[config.mk]
export PLATFORM = sky130hd
export DESIGN_NAME = channel_readout_top
export DESIGN_NICKNAME = d
export VERILOG_FILES = /design/src/hw/readout_pkg.sv /design/src/hw/burst_splitter.sv /design/src/hw/link_tx_mux.sv /design/src/hw/readout_ctrl.sv /design/src/hw/channel_readout_top.sv
export SDC_FILE = /design/constraint.sdc
export NUM_CORES = 1
export LEC_CHECK = 0
export ABC_AREA = 1
export BUFFER_PORTS_ARGS = -buffer_cell sky130_fd_sc_hd__buf_2
export CAP_MARGIN = 25
export CORE_MARGIN = 2
export CORE_UTILIZATION = 46
export DETAILED_ROUTE_END_ITERATION = 12
export PLACE_DENSITY_LB_ADDON = 0.12
export SETUP_SLACK_MARGIN = 0.3
export SKIP_LAST_GASP = 1
export SLEW_MARGIN = 10
export SYNTH_ARGS = -nofsm -noshare
export SYNTH_HDL_FRONTEND = slang
export SYNTH_HIERARCHICAL = 1
export SYNTH_SLANG_ARGS = --single-unit
[constraint.sdc]
create_clock -name clk125 -period 8.48 [get_ports clk125]
set_clock_uncertainty 0.05 [all_clocks]
set_input_delay 0.424 -clock clk125 [delete_from_list [all_inputs] [get_ports clk125]]
set_output_delay 0.424 -clock clk125 [all_outputs]
set_load 0.02 [all_outputs]
[src/hw/readout_pkg.sv]
`default_nettype none

package readout_pkg;

  ////////////////////////////////////////////////////////////
  // link word and stream beat
  ////////////////////////////////////////////////////////////

  typedef logic [31:0] word_t;        // one 32-bit link word

  // a beat on any 32-bit stream: data plus end-of-frame flag
  typedef struct packed {
    word_t data;                      // payload word
    logic  last;                      // final word of a frame
  } stream_beat_t;                    // 33 bits

  // word position inside a held memory burst
  // 8 bits covers bursts of up to 256 words
  typedef logic [7:0] burst_word_cnt_t;

  ////////////////////////////////////////////////////////////
  // readout control
  ////////////////////////////////////////////////////////////

  typedef enum logic [1:0] {
    st_cmd       = 2'd0,              // link carries command responses
    st_cmd_drain = 2'd1,              // readout asked, finishing open command frame
    st_ddr3      = 2'd2               // link carries memory data
  } readout_state_e;

  // strobes from the link mux, one cycle each, on the edge the beat moves
  typedef struct packed {
    logic cmd_accept;                 // a command beat moved
    logic cmd_last;                   // ... and it closed the frame
    logic ddr3_accept;                // a memory word moved
    logic ddr3_last;                  // ... and it was the final word of the readout
  } mux_accept_t;

endpackage

`default_nettype wire

[src/hw/burst_splitter.sv]
`default_nettype none

// holds one memory burst and hands it out as 32-bit link words,
// word 0 (lowest bits) first
module burst_splitter #(
  parameter int unsigned burst_words = 4    // 32-bit words per burst
) (
  input  wire  logic                                     clk125,
  input  wire  logic                                     rst,
  // burst input: data in the low bits, last flag in the top bit
  input  wire  logic [burst_words*32:0]                  ddr3_burst,
  input  wire  logic                                     ddr3_valid,
  output logic                                           ddr3_ready,
  // word stream toward the link mux
  output readout_pkg::stream_beat_t                      split_beat,
  output logic                                           split_valid,
  input  wire  logic                                     split_ready
);

  localparam int unsigned data_bits = burst_words * $bits(readout_pkg::word_t);
  localparam readout_pkg::burst_word_cnt_t final_idx =
    readout_pkg::burst_word_cnt_t'(burst_words - 1);

  readout_pkg::word_t [burst_words-1:0] burst_q;  // held burst, payload only
  logic                                 burst_last_q; // held burst ends the readout
  readout_pkg::burst_word_cnt_t         word_idx;  // next word to send
  logic                                 final_word; // word_idx points at top word
  logic                                 word_move;  // a word leaves this cycle
  logic                                 burst_load; // a new burst comes in

  ////////////////////////////////////////////////////////////
  // handshake
  ////////////////////////////////////////////////////////////

  assign final_word = (word_idx == final_idx);
  assign word_move  = split_valid && split_ready;

  // room when empty, or when the top word drains on this edge
  assign ddr3_ready = !split_valid || (word_move && final_word);
  assign burst_load = ddr3_valid && ddr3_ready;

  // output word, last only on the top word of a final burst
  assign split_beat.data = burst_q[word_idx];
  assign split_beat.last = burst_last_q && final_word;

  ////////////////////////////////////////////////////////////
  // burst register and word counter
  ////////////////////////////////////////////////////////////

  always_ff @(posedge clk125) begin
    if (burst_load) begin
      burst_q      <= ddr3_burst[data_bits-1:0];
      burst_last_q <= ddr3_burst[data_bits];     // last flag rides above the data
    end
  end

  always_ff @(posedge clk125) begin
    if (rst) begin
      split_valid <= 1'b0;
      word_idx    <= '0;
    end else if (burst_load) begin
      split_valid <= 1'b1;                        // word 0 shows up next cycle
      word_idx    <= '0;
    end else if (word_move) begin
      if (final_word) begin
        split_valid <= 1'b0;                      // burst fully sent
      end else begin
        word_idx <= word_idx + 1'b1;
      end
    end
  end

  // words of a held burst stay in place until its top word is on its way out
  burst_no_overwrite: assert property (@(posedge clk125) disable iff (rst)
    (split_valid && !(word_move && final_word)) |=>
      (split_valid && word_idx == ($past(word_move) ? $past(word_idx) + 1'b1 : $past(word_idx))))
    else $error("burst_splitter took a burst while words of the held one remained");

endmodule

`default_nettype wire

[src/hw/link_tx_mux.sv]
`default_nettype none

// 2:1 stream mux onto the link to the master FPGA
// pause from the master freezes everything, output bit order is swapped
module link_tx_mux (
  input  wire  logic                      clk125,
  input  wire  logic                      rst,
  input  wire  logic                      pause,       // async, from master
  input  wire  logic                      use_ddr3,    // source select from controller
  input  wire  readout_pkg::stream_beat_t cmd_beat,
  input  wire  logic                      cmd_valid,
  output logic                            cmd_ready,
  input  wire  readout_pkg::stream_beat_t split_beat,
  input  wire  logic                      split_valid,
  output logic                            split_ready,
  output readout_pkg::stream_beat_t       link_beat,
  output logic                            link_valid,
  input  wire  logic                      link_ready,
  output readout_pkg::mux_accept_t        accept
);

  logic                      pause_meta;   // first sync stage
  logic                      pause_sync;   // safe to use on clk125
  readout_pkg::stream_beat_t sel_beat;     // beat of the selected source
  logic                      sel_valid;
  logic                      go_ready;     // link ready and not paused

  // two-flop synchronizer on pause
  always_ff @(posedge clk125) begin
    if (rst) begin
      pause_meta <= 1'b0;
      pause_sync <= 1'b0;
    end else begin
      pause_meta <= pause;
      pause_sync <= pause_meta;
    end
  end

  ////////////////////////////////////////////////////////////
  // source select
  ////////////////////////////////////////////////////////////

  assign sel_beat  = use_ddr3 ? split_beat : cmd_beat;
  assign sel_valid = use_ddr3 ? split_valid : cmd_valid;

  assign link_valid     = sel_valid && !pause_sync;         // hold off while paused
  assign link_beat.data = {<<{sel_beat.data}};              // bit 0 out = bit 31 in
  assign link_beat.last = sel_beat.last;

  // only the active source sees ready
  assign go_ready    = link_ready && !pause_sync;
  assign cmd_ready   = !use_ddr3 && go_ready;
  assign split_ready = use_ddr3 && go_ready;

  // which beat moved this cycle, for the readout controller
  assign accept.cmd_accept  = cmd_valid && cmd_ready;
  assign accept.cmd_last    = cmd_valid && cmd_ready && cmd_beat.last;
  assign accept.ddr3_accept = split_valid && split_ready;
  assign accept.ddr3_last   = split_valid && split_ready && split_beat.last;

  sources_exclusive: assert property (@(posedge clk125) disable iff (rst)
    !(cmd_ready && split_ready))
    else $error("link_tx_mux offered ready to both sources");

endmodule

`default_nettype wire

[src/hw/readout_ctrl.sv]
`default_nettype none

// decides which source owns the link
// switches only between frames so command frames are never cut
module readout_ctrl (
  input  wire  logic                    clk125,
  input  wire  logic                    rst,
  input  wire  logic                    rd_start,     // one-cycle readout request
  input  wire  readout_pkg::mux_accept_t accept,
  output logic                          use_ddr3,
  output logic                          readout_done  // one-cycle pulse at readout end
);

  readout_pkg::readout_state_e state;
  readout_pkg::readout_state_e state_next;
  logic                        cmd_open;      // command frame partly sent
  logic                        cmd_open_next; // frame state after this cycle's beat

  ////////////////////////////////////////////////////////////
  // command frame tracking
  ////////////////////////////////////////////////////////////

  // a beat with last closes the frame, any other accepted beat opens it
  always_comb begin
    cmd_open_next = cmd_open;
    if (accept.cmd_last) begin
      cmd_open_next = 1'b0;
    end else if (accept.cmd_accept) begin
      cmd_open_next = 1'b1;
    end
  end

  always_ff @(posedge clk125) begin
    if (rst) begin
      cmd_open <= 1'b0;
    end else begin
      cmd_open <= cmd_open_next;
    end
  end

  ////////////////////////////////////////////////////////////
  // source FSM
  ////////////////////////////////////////////////////////////

  always_comb begin
    state_next = state;
    case (state)
      readout_pkg::st_cmd: begin
        if (rd_start) begin  // wait for the open frame, if any
          state_next = cmd_open_next ? readout_pkg::st_cmd_drain : readout_pkg::st_ddr3;
        end
      end
      readout_pkg::st_cmd_drain: begin
        if (accept.cmd_last) state_next = readout_pkg::st_ddr3;  // frame done
      end
      readout_pkg::st_ddr3: begin
        if (accept.ddr3_last) state_next = readout_pkg::st_cmd;  // readout done
      end
      default: state_next = readout_pkg::st_cmd;
    endcase
  end

  always_ff @(posedge clk125) begin
    if (rst) begin
      state        <= readout_pkg::st_cmd;
      readout_done <= 1'b0;
    end else begin
      state        <= state_next;
      readout_done <= (state == readout_pkg::st_ddr3) && accept.ddr3_last;
    end
  end

  assign use_ddr3 = (state == readout_pkg::st_ddr3);

  // switching sources in the middle of a command frame would reorder the link
  no_switch_mid_frame: assert property (@(posedge clk125) disable iff (rst)
    !$stable(use_ddr3) |-> !cmd_open)
    else $error("use_ddr3 changed while a command frame was open");

endmodule

`default_nettype wire

[src/hw/channel_readout_top.sv]
`default_nettype none

// readout path of one channel: command responses and memory data
// merged onto the single link toward the master FPGA
module channel_readout_top #(
  parameter int unsigned burst_words = 4    // 32-bit words per memory burst
) (
  input  wire  logic                      clk125,
  input  wire  logic                      rst,
  input  wire  logic                      pause,        // readout pause from master
  input  wire  logic                      rd_start,     // request one readout
  // command responses
  input  wire  readout_pkg::stream_beat_t cmd_beat,
  input  wire  logic                      cmd_valid,
  output logic                            cmd_ready,
  // memory bursts, last flag in the top bit
  input  wire  logic [burst_words*32:0]   ddr3_burst,
  input  wire  logic                      ddr3_valid,
  output logic                            ddr3_ready,
  // link toward master
  output readout_pkg::stream_beat_t       link_beat,
  output logic                            link_valid,
  input  wire  logic                      link_ready,
  output logic                            readout_done
);

  readout_pkg::stream_beat_t split_beat;   // split memory words
  logic                      split_valid;
  logic                      split_ready;
  logic                      use_ddr3;     // link owned by memory data
  readout_pkg::mux_accept_t  accept;       // accept strobes back to the FSM

  ////////////////////////////////////////////////////////////
  // datapath
  ////////////////////////////////////////////////////////////

  burst_splitter #(
    .burst_words (burst_words)
  ) burst_splitter_i (
    .clk125      (clk125),
    .rst         (rst),
    .ddr3_burst  (ddr3_burst),
    .ddr3_valid  (ddr3_valid),
    .ddr3_ready  (ddr3_ready),
    .split_beat  (split_beat),
    .split_valid (split_valid),
    .split_ready (split_ready)
  );

  link_tx_mux link_tx_mux_i (
    .clk125      (clk125),
    .rst         (rst),
    .pause       (pause),
    .use_ddr3    (use_ddr3),
    .cmd_beat    (cmd_beat),
    .cmd_valid   (cmd_valid),
    .cmd_ready   (cmd_ready),
    .split_beat  (split_beat),
    .split_valid (split_valid),
    .split_ready (split_ready),
    .link_beat   (link_beat),
    .link_valid  (link_valid),
    .link_ready  (link_ready),
    .accept      (accept)
  );

  // control
  readout_ctrl readout_ctrl_i (
    .clk125       (clk125),
    .rst          (rst),
    .rd_start     (rd_start),
    .accept       (accept),
    .use_ddr3     (use_ddr3),
    .readout_done (readout_done)
  );

endmodule

`default_nettype wire

# == After elaboration in Yosys (flattened, before gate mapping) ==
# Index checks and enable logic that the tools add are counted.
# totals
ff_bits,144
in_bits,169
output_inout_bits,37
word_cells,58
# classes
magnitude_cmp,1
addsub,1
bitwise,1
n_eq_ne,6
muxes,14
reduce_logical,23
# op_table
operator,n
binary-select mux 32 bit (select 2 bit),1
2-to-1 mux 33 bit,1
2-to-1 mux 32 bit,1
logical AND 1 bit,12
"adder 8 x 1 -> 8 bit, second input constant",1
"equality test 8 x 2 -> 1 bit, second input constant",1
"< comparator 8 x 3 -> 1 bit, second input constant",1
2-to-1 mux 2 bit,4
2-to-1 mux 1 bit,6
one-hot mux 2 bit (3 select lines),1
"inequality test 2 bit, second input constant",2
AND reduction 2 bit,2
nonzero test 2 bit,2
zero test 1 bit,3
AND reduction 3 bit,1
"equality test 2 x 1 -> 1 bit, second input constant",1
"equality test 2 bit, second input constant",1
zero test 2 bit,1
"inequality test 2 x 1 -> 1 bit, second input constant",1
OR reduction 2 bit,1
logical OR 1 bit,1
NOT 1 bit,1

# == Logic depth before layout (Yosys ltp) ==
# Gate-level depths: netlist (run 1).
# logic_depth
word_depth,9
ltp_mapped,12
depth_no_buf,11

# == Hierarchy ==
# Netlist (run 1), hierarchy kept.
# by_module_without_submodules
module,area_each_um2,cells_per_inst,seq_area_each_um2,instances
burst_splitter,5391.4,408,4053.9,1
link_tx_mux,561.8,130,40.0,1
readout_ctrl,206.4,30,80.1,1

# == Least setup slack after synthesis (run 1) ==
# OpenSTA, ideal clock, no wires.
# synth_timing
path_kind,register to register
startpoint,register readout_ctrl_i.state[1]
endpoint,register burst_splitter_i.burst_last_q (enable)
path_buffers,1
path_stages_with_launch,10
setup_ns,0.425
setup_slack_ns,5.310
required_time_ns,8.005
synth_period_minus_slack_ns,3.170
arrival_time_ns,2.695
path_cell_list,dfxtp_1 -> inv_2 -> nor2_1 -> inv_2 -> buf_2 -> nor2_1 -> nand3_2 -> nand2_4 -> nand2_4 -> inv_2
# synth_between
elab_chain_len,6
# synth_rtl
item,line_no,source
"start, declared",readout_ctrl.sv:14,readout_pkg::readout_state_e state;
"start signal, assigned",readout_ctrl.sv:65,state <= readout_pkg::st_cmd;
"start signal, assigned",readout_ctrl.sv:68,state <= state_next;
equality test 2 bit,readout_ctrl.sv:73,assign use_ddr3 = (state == readout_pkg::st_ddr3);
net use_ddr3,channel_readout_top.sv:30,logic use_ddr3;
logical AND 1 bit,link_tx_mux.sv:53,assign split_ready = use_ddr3 && go_ready;
net split_ready,channel_readout_top.sv:29,logic split_ready;
logical AND 1 bit,-,
logical AND 1 bit,burst_splitter.sv:39,assign ddr3_ready = !split_valid || (word_move && final_word);
logical OR 1 bit,burst_splitter.sv:39,
net ddr3_ready,channel_readout_top.sv:19,"output logic ddr3_ready,"
logical AND 1 bit,burst_splitter.sv:40,assign burst_load = ddr3_valid && ddr3_ready;
net burst_splitter_i.burst_load,burst_splitter.sv:29,logic burst_load;
"end signal, assigned",burst_splitter.sv:53,burst_last_q <= ddr3_burst[data_bits];
"end, declared",burst_splitter.sv:25,logic burst_last_q;
# The timed path passes the listed nets, and every way through them passes these cells.
# A chain may end at the register's enable or synchronous reset.

# == Final worst setup path (run 1) ==
# layout_timing
startpoint,register readout_ctrl_i.state[1]
endpoint,register burst_splitter_i/burst_q[83] in the netlist's numbering (enable)
# layout_between
elab_chain_len,6
# layout_rtl
item,line_no,source
equality test 2 bit,readout_ctrl.sv:73,
net use_ddr3,channel_readout_top.sv:30,
logical AND 1 bit,link_tx_mux.sv:53,
net split_ready,channel_readout_top.sv:29,
logical AND 1 bit,-,
logical AND 1 bit,burst_splitter.sv:39,
logical OR 1 bit,burst_splitter.sv:39,
logical AND 1 bit,burst_splitter.sv:40,
net burst_splitter_i.burst_load,burst_splitter.sv:29,
"end signal, assigned",burst_splitter.sv:52,burst_q <= ddr3_burst[data_bits-1:0];
"end, declared",burst_splitter.sv:24,readout_pkg::word_t [burst_words-1:0] burst_q;
# The timed path passes the listed nets, and every way through them passes these cells.

==> results.py, run 1 <==
metrics = {
    "floorplanning": {
        "die_area_um2": 14320,
        "ios": 206,
        "start_util_pct": 46.86,
        "die_x_um": 119.7,
        "coreArea_um2": 13140,
        "fp.dieH_um": 119.7,
        "rows": 42,
    },
    "detailed_routing": {
        "drt_iter0_drc": 352,
        "first_pass_iters": 4,
        "vias_per_cell": 4.949,
        "met1_length_mm": 6.178,
        "drc_errors": 0,
        "wl_met2_mm": 7.101,
        "wl_met3_mm": 1.048,
        "totalWireLength_mm": 14.51,
        "highest_layer": "met5",
        "ant_nets": 0,
        "wl_per_cell_um": 15.13,
        "vias": 4746,
    },
    "critical_path": {
        "cp.arrival_ns": 3.70,
        "cpPeakStageDelay_ns": 0.51,
        "worstPathMaxFanout": 49,
        "worstPathRequired_ns": 8.52,
        "worstPathCellList": "inv_2, nor2_4, buf_16, inv_2, nor2_1, nand3_2, nand2_4, nand2_4, inv_4, buf_4, buf_12",
        "crit_type": "flip-flop to flip-flop",
        "start_kind": "flip-flop",
        "crit_buf_inv": 6,
        "reg2reg_from": "readout_ctrl_i/state[1]",
        "path_delay_family": "buffers and inverters",
        "end_kind": "flip-flop",
        "critPathLaunch": "readout_ctrl_i/state[1]",
        "worst_path_max_delay_cell": "buf_4",
    },
    "timing": {
        "slew_viol_final": 0,
        "period_minus_slack_ns": 3.657,
        "finalCritPeriodShare_pct": 43.12,
        "worstMarginPinSlew_ns": 0.6816,
        "hold_violations": 0,
        "setup_viol": 0,
        "rsz0062_at_grt": "no",
        "worst_slew_margin_rel_pct": 54.56,
        "max_freq_mhz": 273.5,
        "setup_tns_ns": 0,
    },
    "clocking": {
        "cts_hold_buffers": 0,
        "cts-root-buf": "clkbuf_16",
        "clkLatencyLatePin_ns": 0.42,
        "clockBufferDepth": 2,
        "cts-resized-gates": 0,
        "cts_tree": "done",
        "post_cts_buffers": 0,
        "clk_pin_slew_ns": 0.06,
        "ctsHtreeMaxLevel": 4,
        "cts_inserted_buffers": 17,
        "clock_sinks": 144,
    },
    "place": {
        "hpwlAfterDp_mm": 9.709,
        "place.gp.congestion": 0.7789,
        "port_buffers": 205,
    },
    "global_routing": {
        "grt_first_pass_wirelength_mm": 22.00,
        "grt_pass1_vias": 4514,
        "grt_use_total_pct": 20.26,
        "grt.overflow.total": 0,
        "antenna_found_initial": 2,
        "grt_max_degree": 85,
    },
    "min_path": {
        "min_from": "ddr3_burst[106]",
        "hp-class": "primary input to flip-flop",
    },
    "cells_and_area": {
        "mostFrequentLayoutCell": "buf_2",
        "final_cell_mix": "buf_2 (205), nand2_1 (130), edfxtp_1 (129)",
        "syn2layout_area_growth_pct": 28.33,
        "drive_gt1_share_pct": 35.17,
        "nNetsFinal": 939,
    },
    "pwr": {
        "p_leak_uw": 0.003389,
        "vdd_drop_max_mv": 0.1573,
        "total_power_uw": 1954,
        "cellPowerDensity_nw_per_um2": 247.3,
    },
    "synthesis": {
        "syn_avg_cell_area_um2": 10.86,
        "yosysWarnings": 6,
        "synthesis.nets": 737,
        "synthCells": 567,
        "netlist_area_um2": 6156,
    },
    "job": {
        "cap_violations": 0,
    },
    "outcome": {
        "status": "completed",
    },
}
-- worst paths after layout --
kind / endpoint / slack (ns) / cells after the start
max reg2reg: burst_splitter_i/burst_q[83] / 4.82 / 11
min reg2reg: link_tx_mux_i/pause_sync / 0.39 / 2
min: burst_splitter_i/burst_q[106] / 0.13 / 1
max: burst_splitter_i/burst_q[83] / 4.82 / 11
-- sequential cells by signal, indices dropped and copies added (netlist names) --
register	flops
burst_splitter_i/burst_q	128
burst_splitter_i/word_idx	8
burst_splitter_i/burst_last_q	1
link_tx_mux_i/pause_meta	1
readout_ctrl_i/readout_done	1
burst_splitter_i/split_valid	1
readout_ctrl_i/state	2
link_tx_mux_i/pause_sync	1
readout_ctrl_i/cmd_open	1
-- per-layer routing --
layer,track usage (%),vias up
met3,6.084,12
li1,-,2350
met1,25.83,2208
met5,0,-
met2,32.82,174
met4,7.574,2
-- metrics by stage --
| stage | cells | util, % | cell area [µm²] | worst slack, ns | hold slack, ns |
|---|---|---|---|---|---|
| floorplan | 567 | - | 6156 | 5.310 | 0.3383 |
| global placement | 922 | 55.36 | 7273 | 4.289 | 0.3563 |
| detailed placement | 924 | 55.72 | 7321 | 4.114 | 0.3858 |
| CTS | 956 | 59.75 | 7850 | 4.115 | 0.1152 |
| global route | 959 | 60.13 | 7900 | 4.518 | 0.1095 |
| finish | 959 | 60.13 | 7900 | 4.823 | 0.1299 |
-- final cells by class --
class | count | area, µm²
fill | 1108 | 5238
sequential | 144 | 4175
multi-input combinational | 358 | 1692
timing repair buffer | 212 | 1144
clock buffer | 18 | 429.2
tap | 176 | 220.2
inverter | 36 | 137.6
clock inverter | 14 | 100.1
antenna | 1 | 2.502
-- power breakdown --
part           switching [µW]  internal (µW)
sequential               18.4            827
clock                     271            395
combinational             296            146
total                     585           1370
-- worst reg2reg max path: cells and delay by family (launching register included) --
family | cells | cell delay (ns)
AND/OR/NAND/NOR | 5 | 0.95
buffers and inverters | 6 | 1.88
flip-flops | 1 | 0.42
Note: power is estimated with default switching activity, not from simulation.
==> inputs of run 2 (changes only) <==
--- a/config.mk
+++ b/config.mk
@@ -5,7 +5,7 @@
 export SDC_FILE = /design/constraint.sdc
 export NUM_CORES = 1
 export LEC_CHECK = 0
-export ABC_AREA = 1
+export ABC_AREA = 0
 export BUFFER_PORTS_ARGS = -buffer_cell sky130_fd_sc_hd__buf_2
 export CAP_MARGIN = 25
 export CORE_MARGIN = 2
==> constraint.sdc (replaced) <==
create_clock -name clk125 -period 3.8 [get_ports clk125]
set_clock_uncertainty 0.05 [all_clocks]
set_input_delay 0.19 -clock clk125 [delete_from_list [all_inputs] [get_ports clk125]]
set_output_delay 0.19 -clock clk125 [all_outputs]
set_load 0.02 [all_outputs]
==> results.py, run 2 <==
metrics = {
    "global_routing": {
        "grt_pass1_vias": 4310,
        "grt_max_degree": 47,
        "grt_first_pass_wirelength_mm": 20.42,
        "grt_use_total_pct": 20.82,
        "antenna_found_initial": 0,
        "grt.overflow.total": 0,
    },
    "clocking": {
        "post_cts_buffers": 0,
        "cts-resized-gates": 0,
        "cts_hold_buffers": 132,
        "cts-root-buf": "clkbuf_16",
        "cts_tree": "done",
        "cts_inserted_buffers": 17,
        "clkLatencyLatePin_ns": 0.41,
        "clockBufferDepth": 2,
        "clock_sinks": 144,
        "clk_pin_slew_ns": 0.05,
        "ctsHtreeMaxLevel": 4,
    },
    "detailed_routing": {
        "wl_per_cell_um": 16.61,
        "drc_errors": 0,
        "drt_iter0_drc": 288,
        "first_pass_iters": 4,
        "vias": 3882,
        "vias_per_cell": 4.793,
        "ant_nets": 0,
        "totalWireLength_mm": 13.46,
    },
    "timing": {
        "worst_slew_margin_rel_pct": 55.17,
        "slew_viol_final": 0,
        "setup_viol": 0,
        "finalCritPeriodShare_pct": 70.81,
        "setup_tns_ns": 0,
        "period_minus_slack_ns": 2.691,
        "worstMarginPinSlew_ns": 0.6724,
        "max_freq_mhz": 371.6,
        "hold_violations": 0,
        "rsz0062_at_grt": "no",
    },
    "pwr": {
        "p_leak_uw": 0.003432,
        "vdd_drop_max_mv": 0.2848,
        "cellPowerDensity_nw_per_um2": 432.9,
        "total_power_uw": 3829,
    },
    "critical_path": {
        "worstPathMaxFanout": 46,
        "start_kind": "flip-flop",
        "end_kind": "flip-flop",
        "cp.arrival_ns": 2.74,
        "crit_type": "flip-flop to flip-flop",
        "worstPathRequired_ns": 3.85,
    },
    "synthesis": {
        "synthesis.nets": 451,
        "netlist_area_um2": 5766,
        "syn_avg_cell_area_um2": 20.52,
        "synthCells": 281,
        "yosysWarnings": 6,
    },
    "place": {
        "port_buffers": 205,
        "place.gp.congestion": 0.7706,
        "hpwlAfterDp_mm": 7.894,
    },
    "job": {
        "cap_violations": 0,
    },
    "floorplanning": {
        "rows": 40,
        "fp.dieH_um": 116.0,
        "coreArea_um2": 12110,
        "die_x_um": 116.0,
        "die_area_um2": 13450,
        "ios": 206,
        "start_util_pct": 47.60,
    },
    "cells_and_area": {
        "fillers": 808,
        "regArea_um2": 4177,
        "largest_reg_flops": 128,
        "final_cell_mix": "buf_2 (205), dlygate4sd3_1 (132), edfxtp_1 (129)",
        "top_register": "burst_splitter_i/burst_q",
        "top_regs": "burst_splitter_i/burst_q x128, burst_splitter_i/word_idx x8, readout_ctrl_i/state x2",
        "drive_gt1_share_pct": 48.60,
        "nNetsFinal": 801,
        "diodes": 0,
        "mostFrequentLayoutCell": "buf_2",
        "syn2layout_area_growth_pct": 53.43,
        "multi_input_area_um2": 1510,
    },
    "outcome": {
        "status": "completed",
    },
    "min_path": {
        "hp-class": "primary input to flip-flop",
    },
}
## run 2: area by class of cell
type / count / share of cell area, %
multi-input combinational: 122 / 17.07
inverter: 2 / 0.08487
timing repair buffer: 344 / 27.27
sequential: 144 / 47.21
tap: 168 / 2.376
clock inverter: 10 / 1.047
clock buffer: 20 / 4.936
## run 2: stage by stage
step	hold WS (ns)	instance area, µm²	std cells	utilization (%)	setup slack [ns]
6_report	0.01196	8846	810	73.04	1.109
5_1_grt	0.01687	8846	810	73.04	0.9616
4_1_cts	0.0009079	8846	810	73.04	1.080
3_3_place_gp	0.3163	6995	648	57.76	1.190
3_5_place_dp	0.3181	6995	648	57.76	1.100
2_1_floorplan	0.2091	5768	281	-	0.5698
## run 2: per-layer routing
layer	vias up	wire length (µm)	part of all wire (%)	global-route usage [%]
met2	128	7612	57	39.65
met1	1892	4899	36	21.86
li1	1846	-	-	-
met3	16	760	5.6	6.172
met5	-	0	0	0
met4	0	182	1.4	6.905
## run 2: worst paths after layout
path | from | to | slack, ns | cells after the start
setup / recovery | readout_ctrl_i/state[0] | burst_splitter_i/burst_q[26] | 1.11 | 6
hold / removal | rst | link_tx_mux_i/pause_sync | 0.01 | 2
setup reg to reg | readout_ctrl_i/state[0] | burst_splitter_i/burst_q[26] | 1.11 | 6
hold reg to reg | link_tx_mux_i/pause_meta | link_tx_mux_i/pause_sync | 0.40 | 1
## run 2: worst max-delay path, stage by stage (launching register included)
cell     delay (ns)
dfxtp_1        0.33
and2b_2        0.22
and2_1         0.15
or4b_1         0.46
o21ai_2        0.20
and2_4         0.57
buf_4          0.36
## run 2: report_power, final
part           internal (µW)  leakage (µW)  switching [µW]  total, µW
logic                    274       0.00184             217        491
registers               1820       0.00135            21.0       1850
clock network            888      0.000238             605       1490
total                   2990       0.00343             843       3830
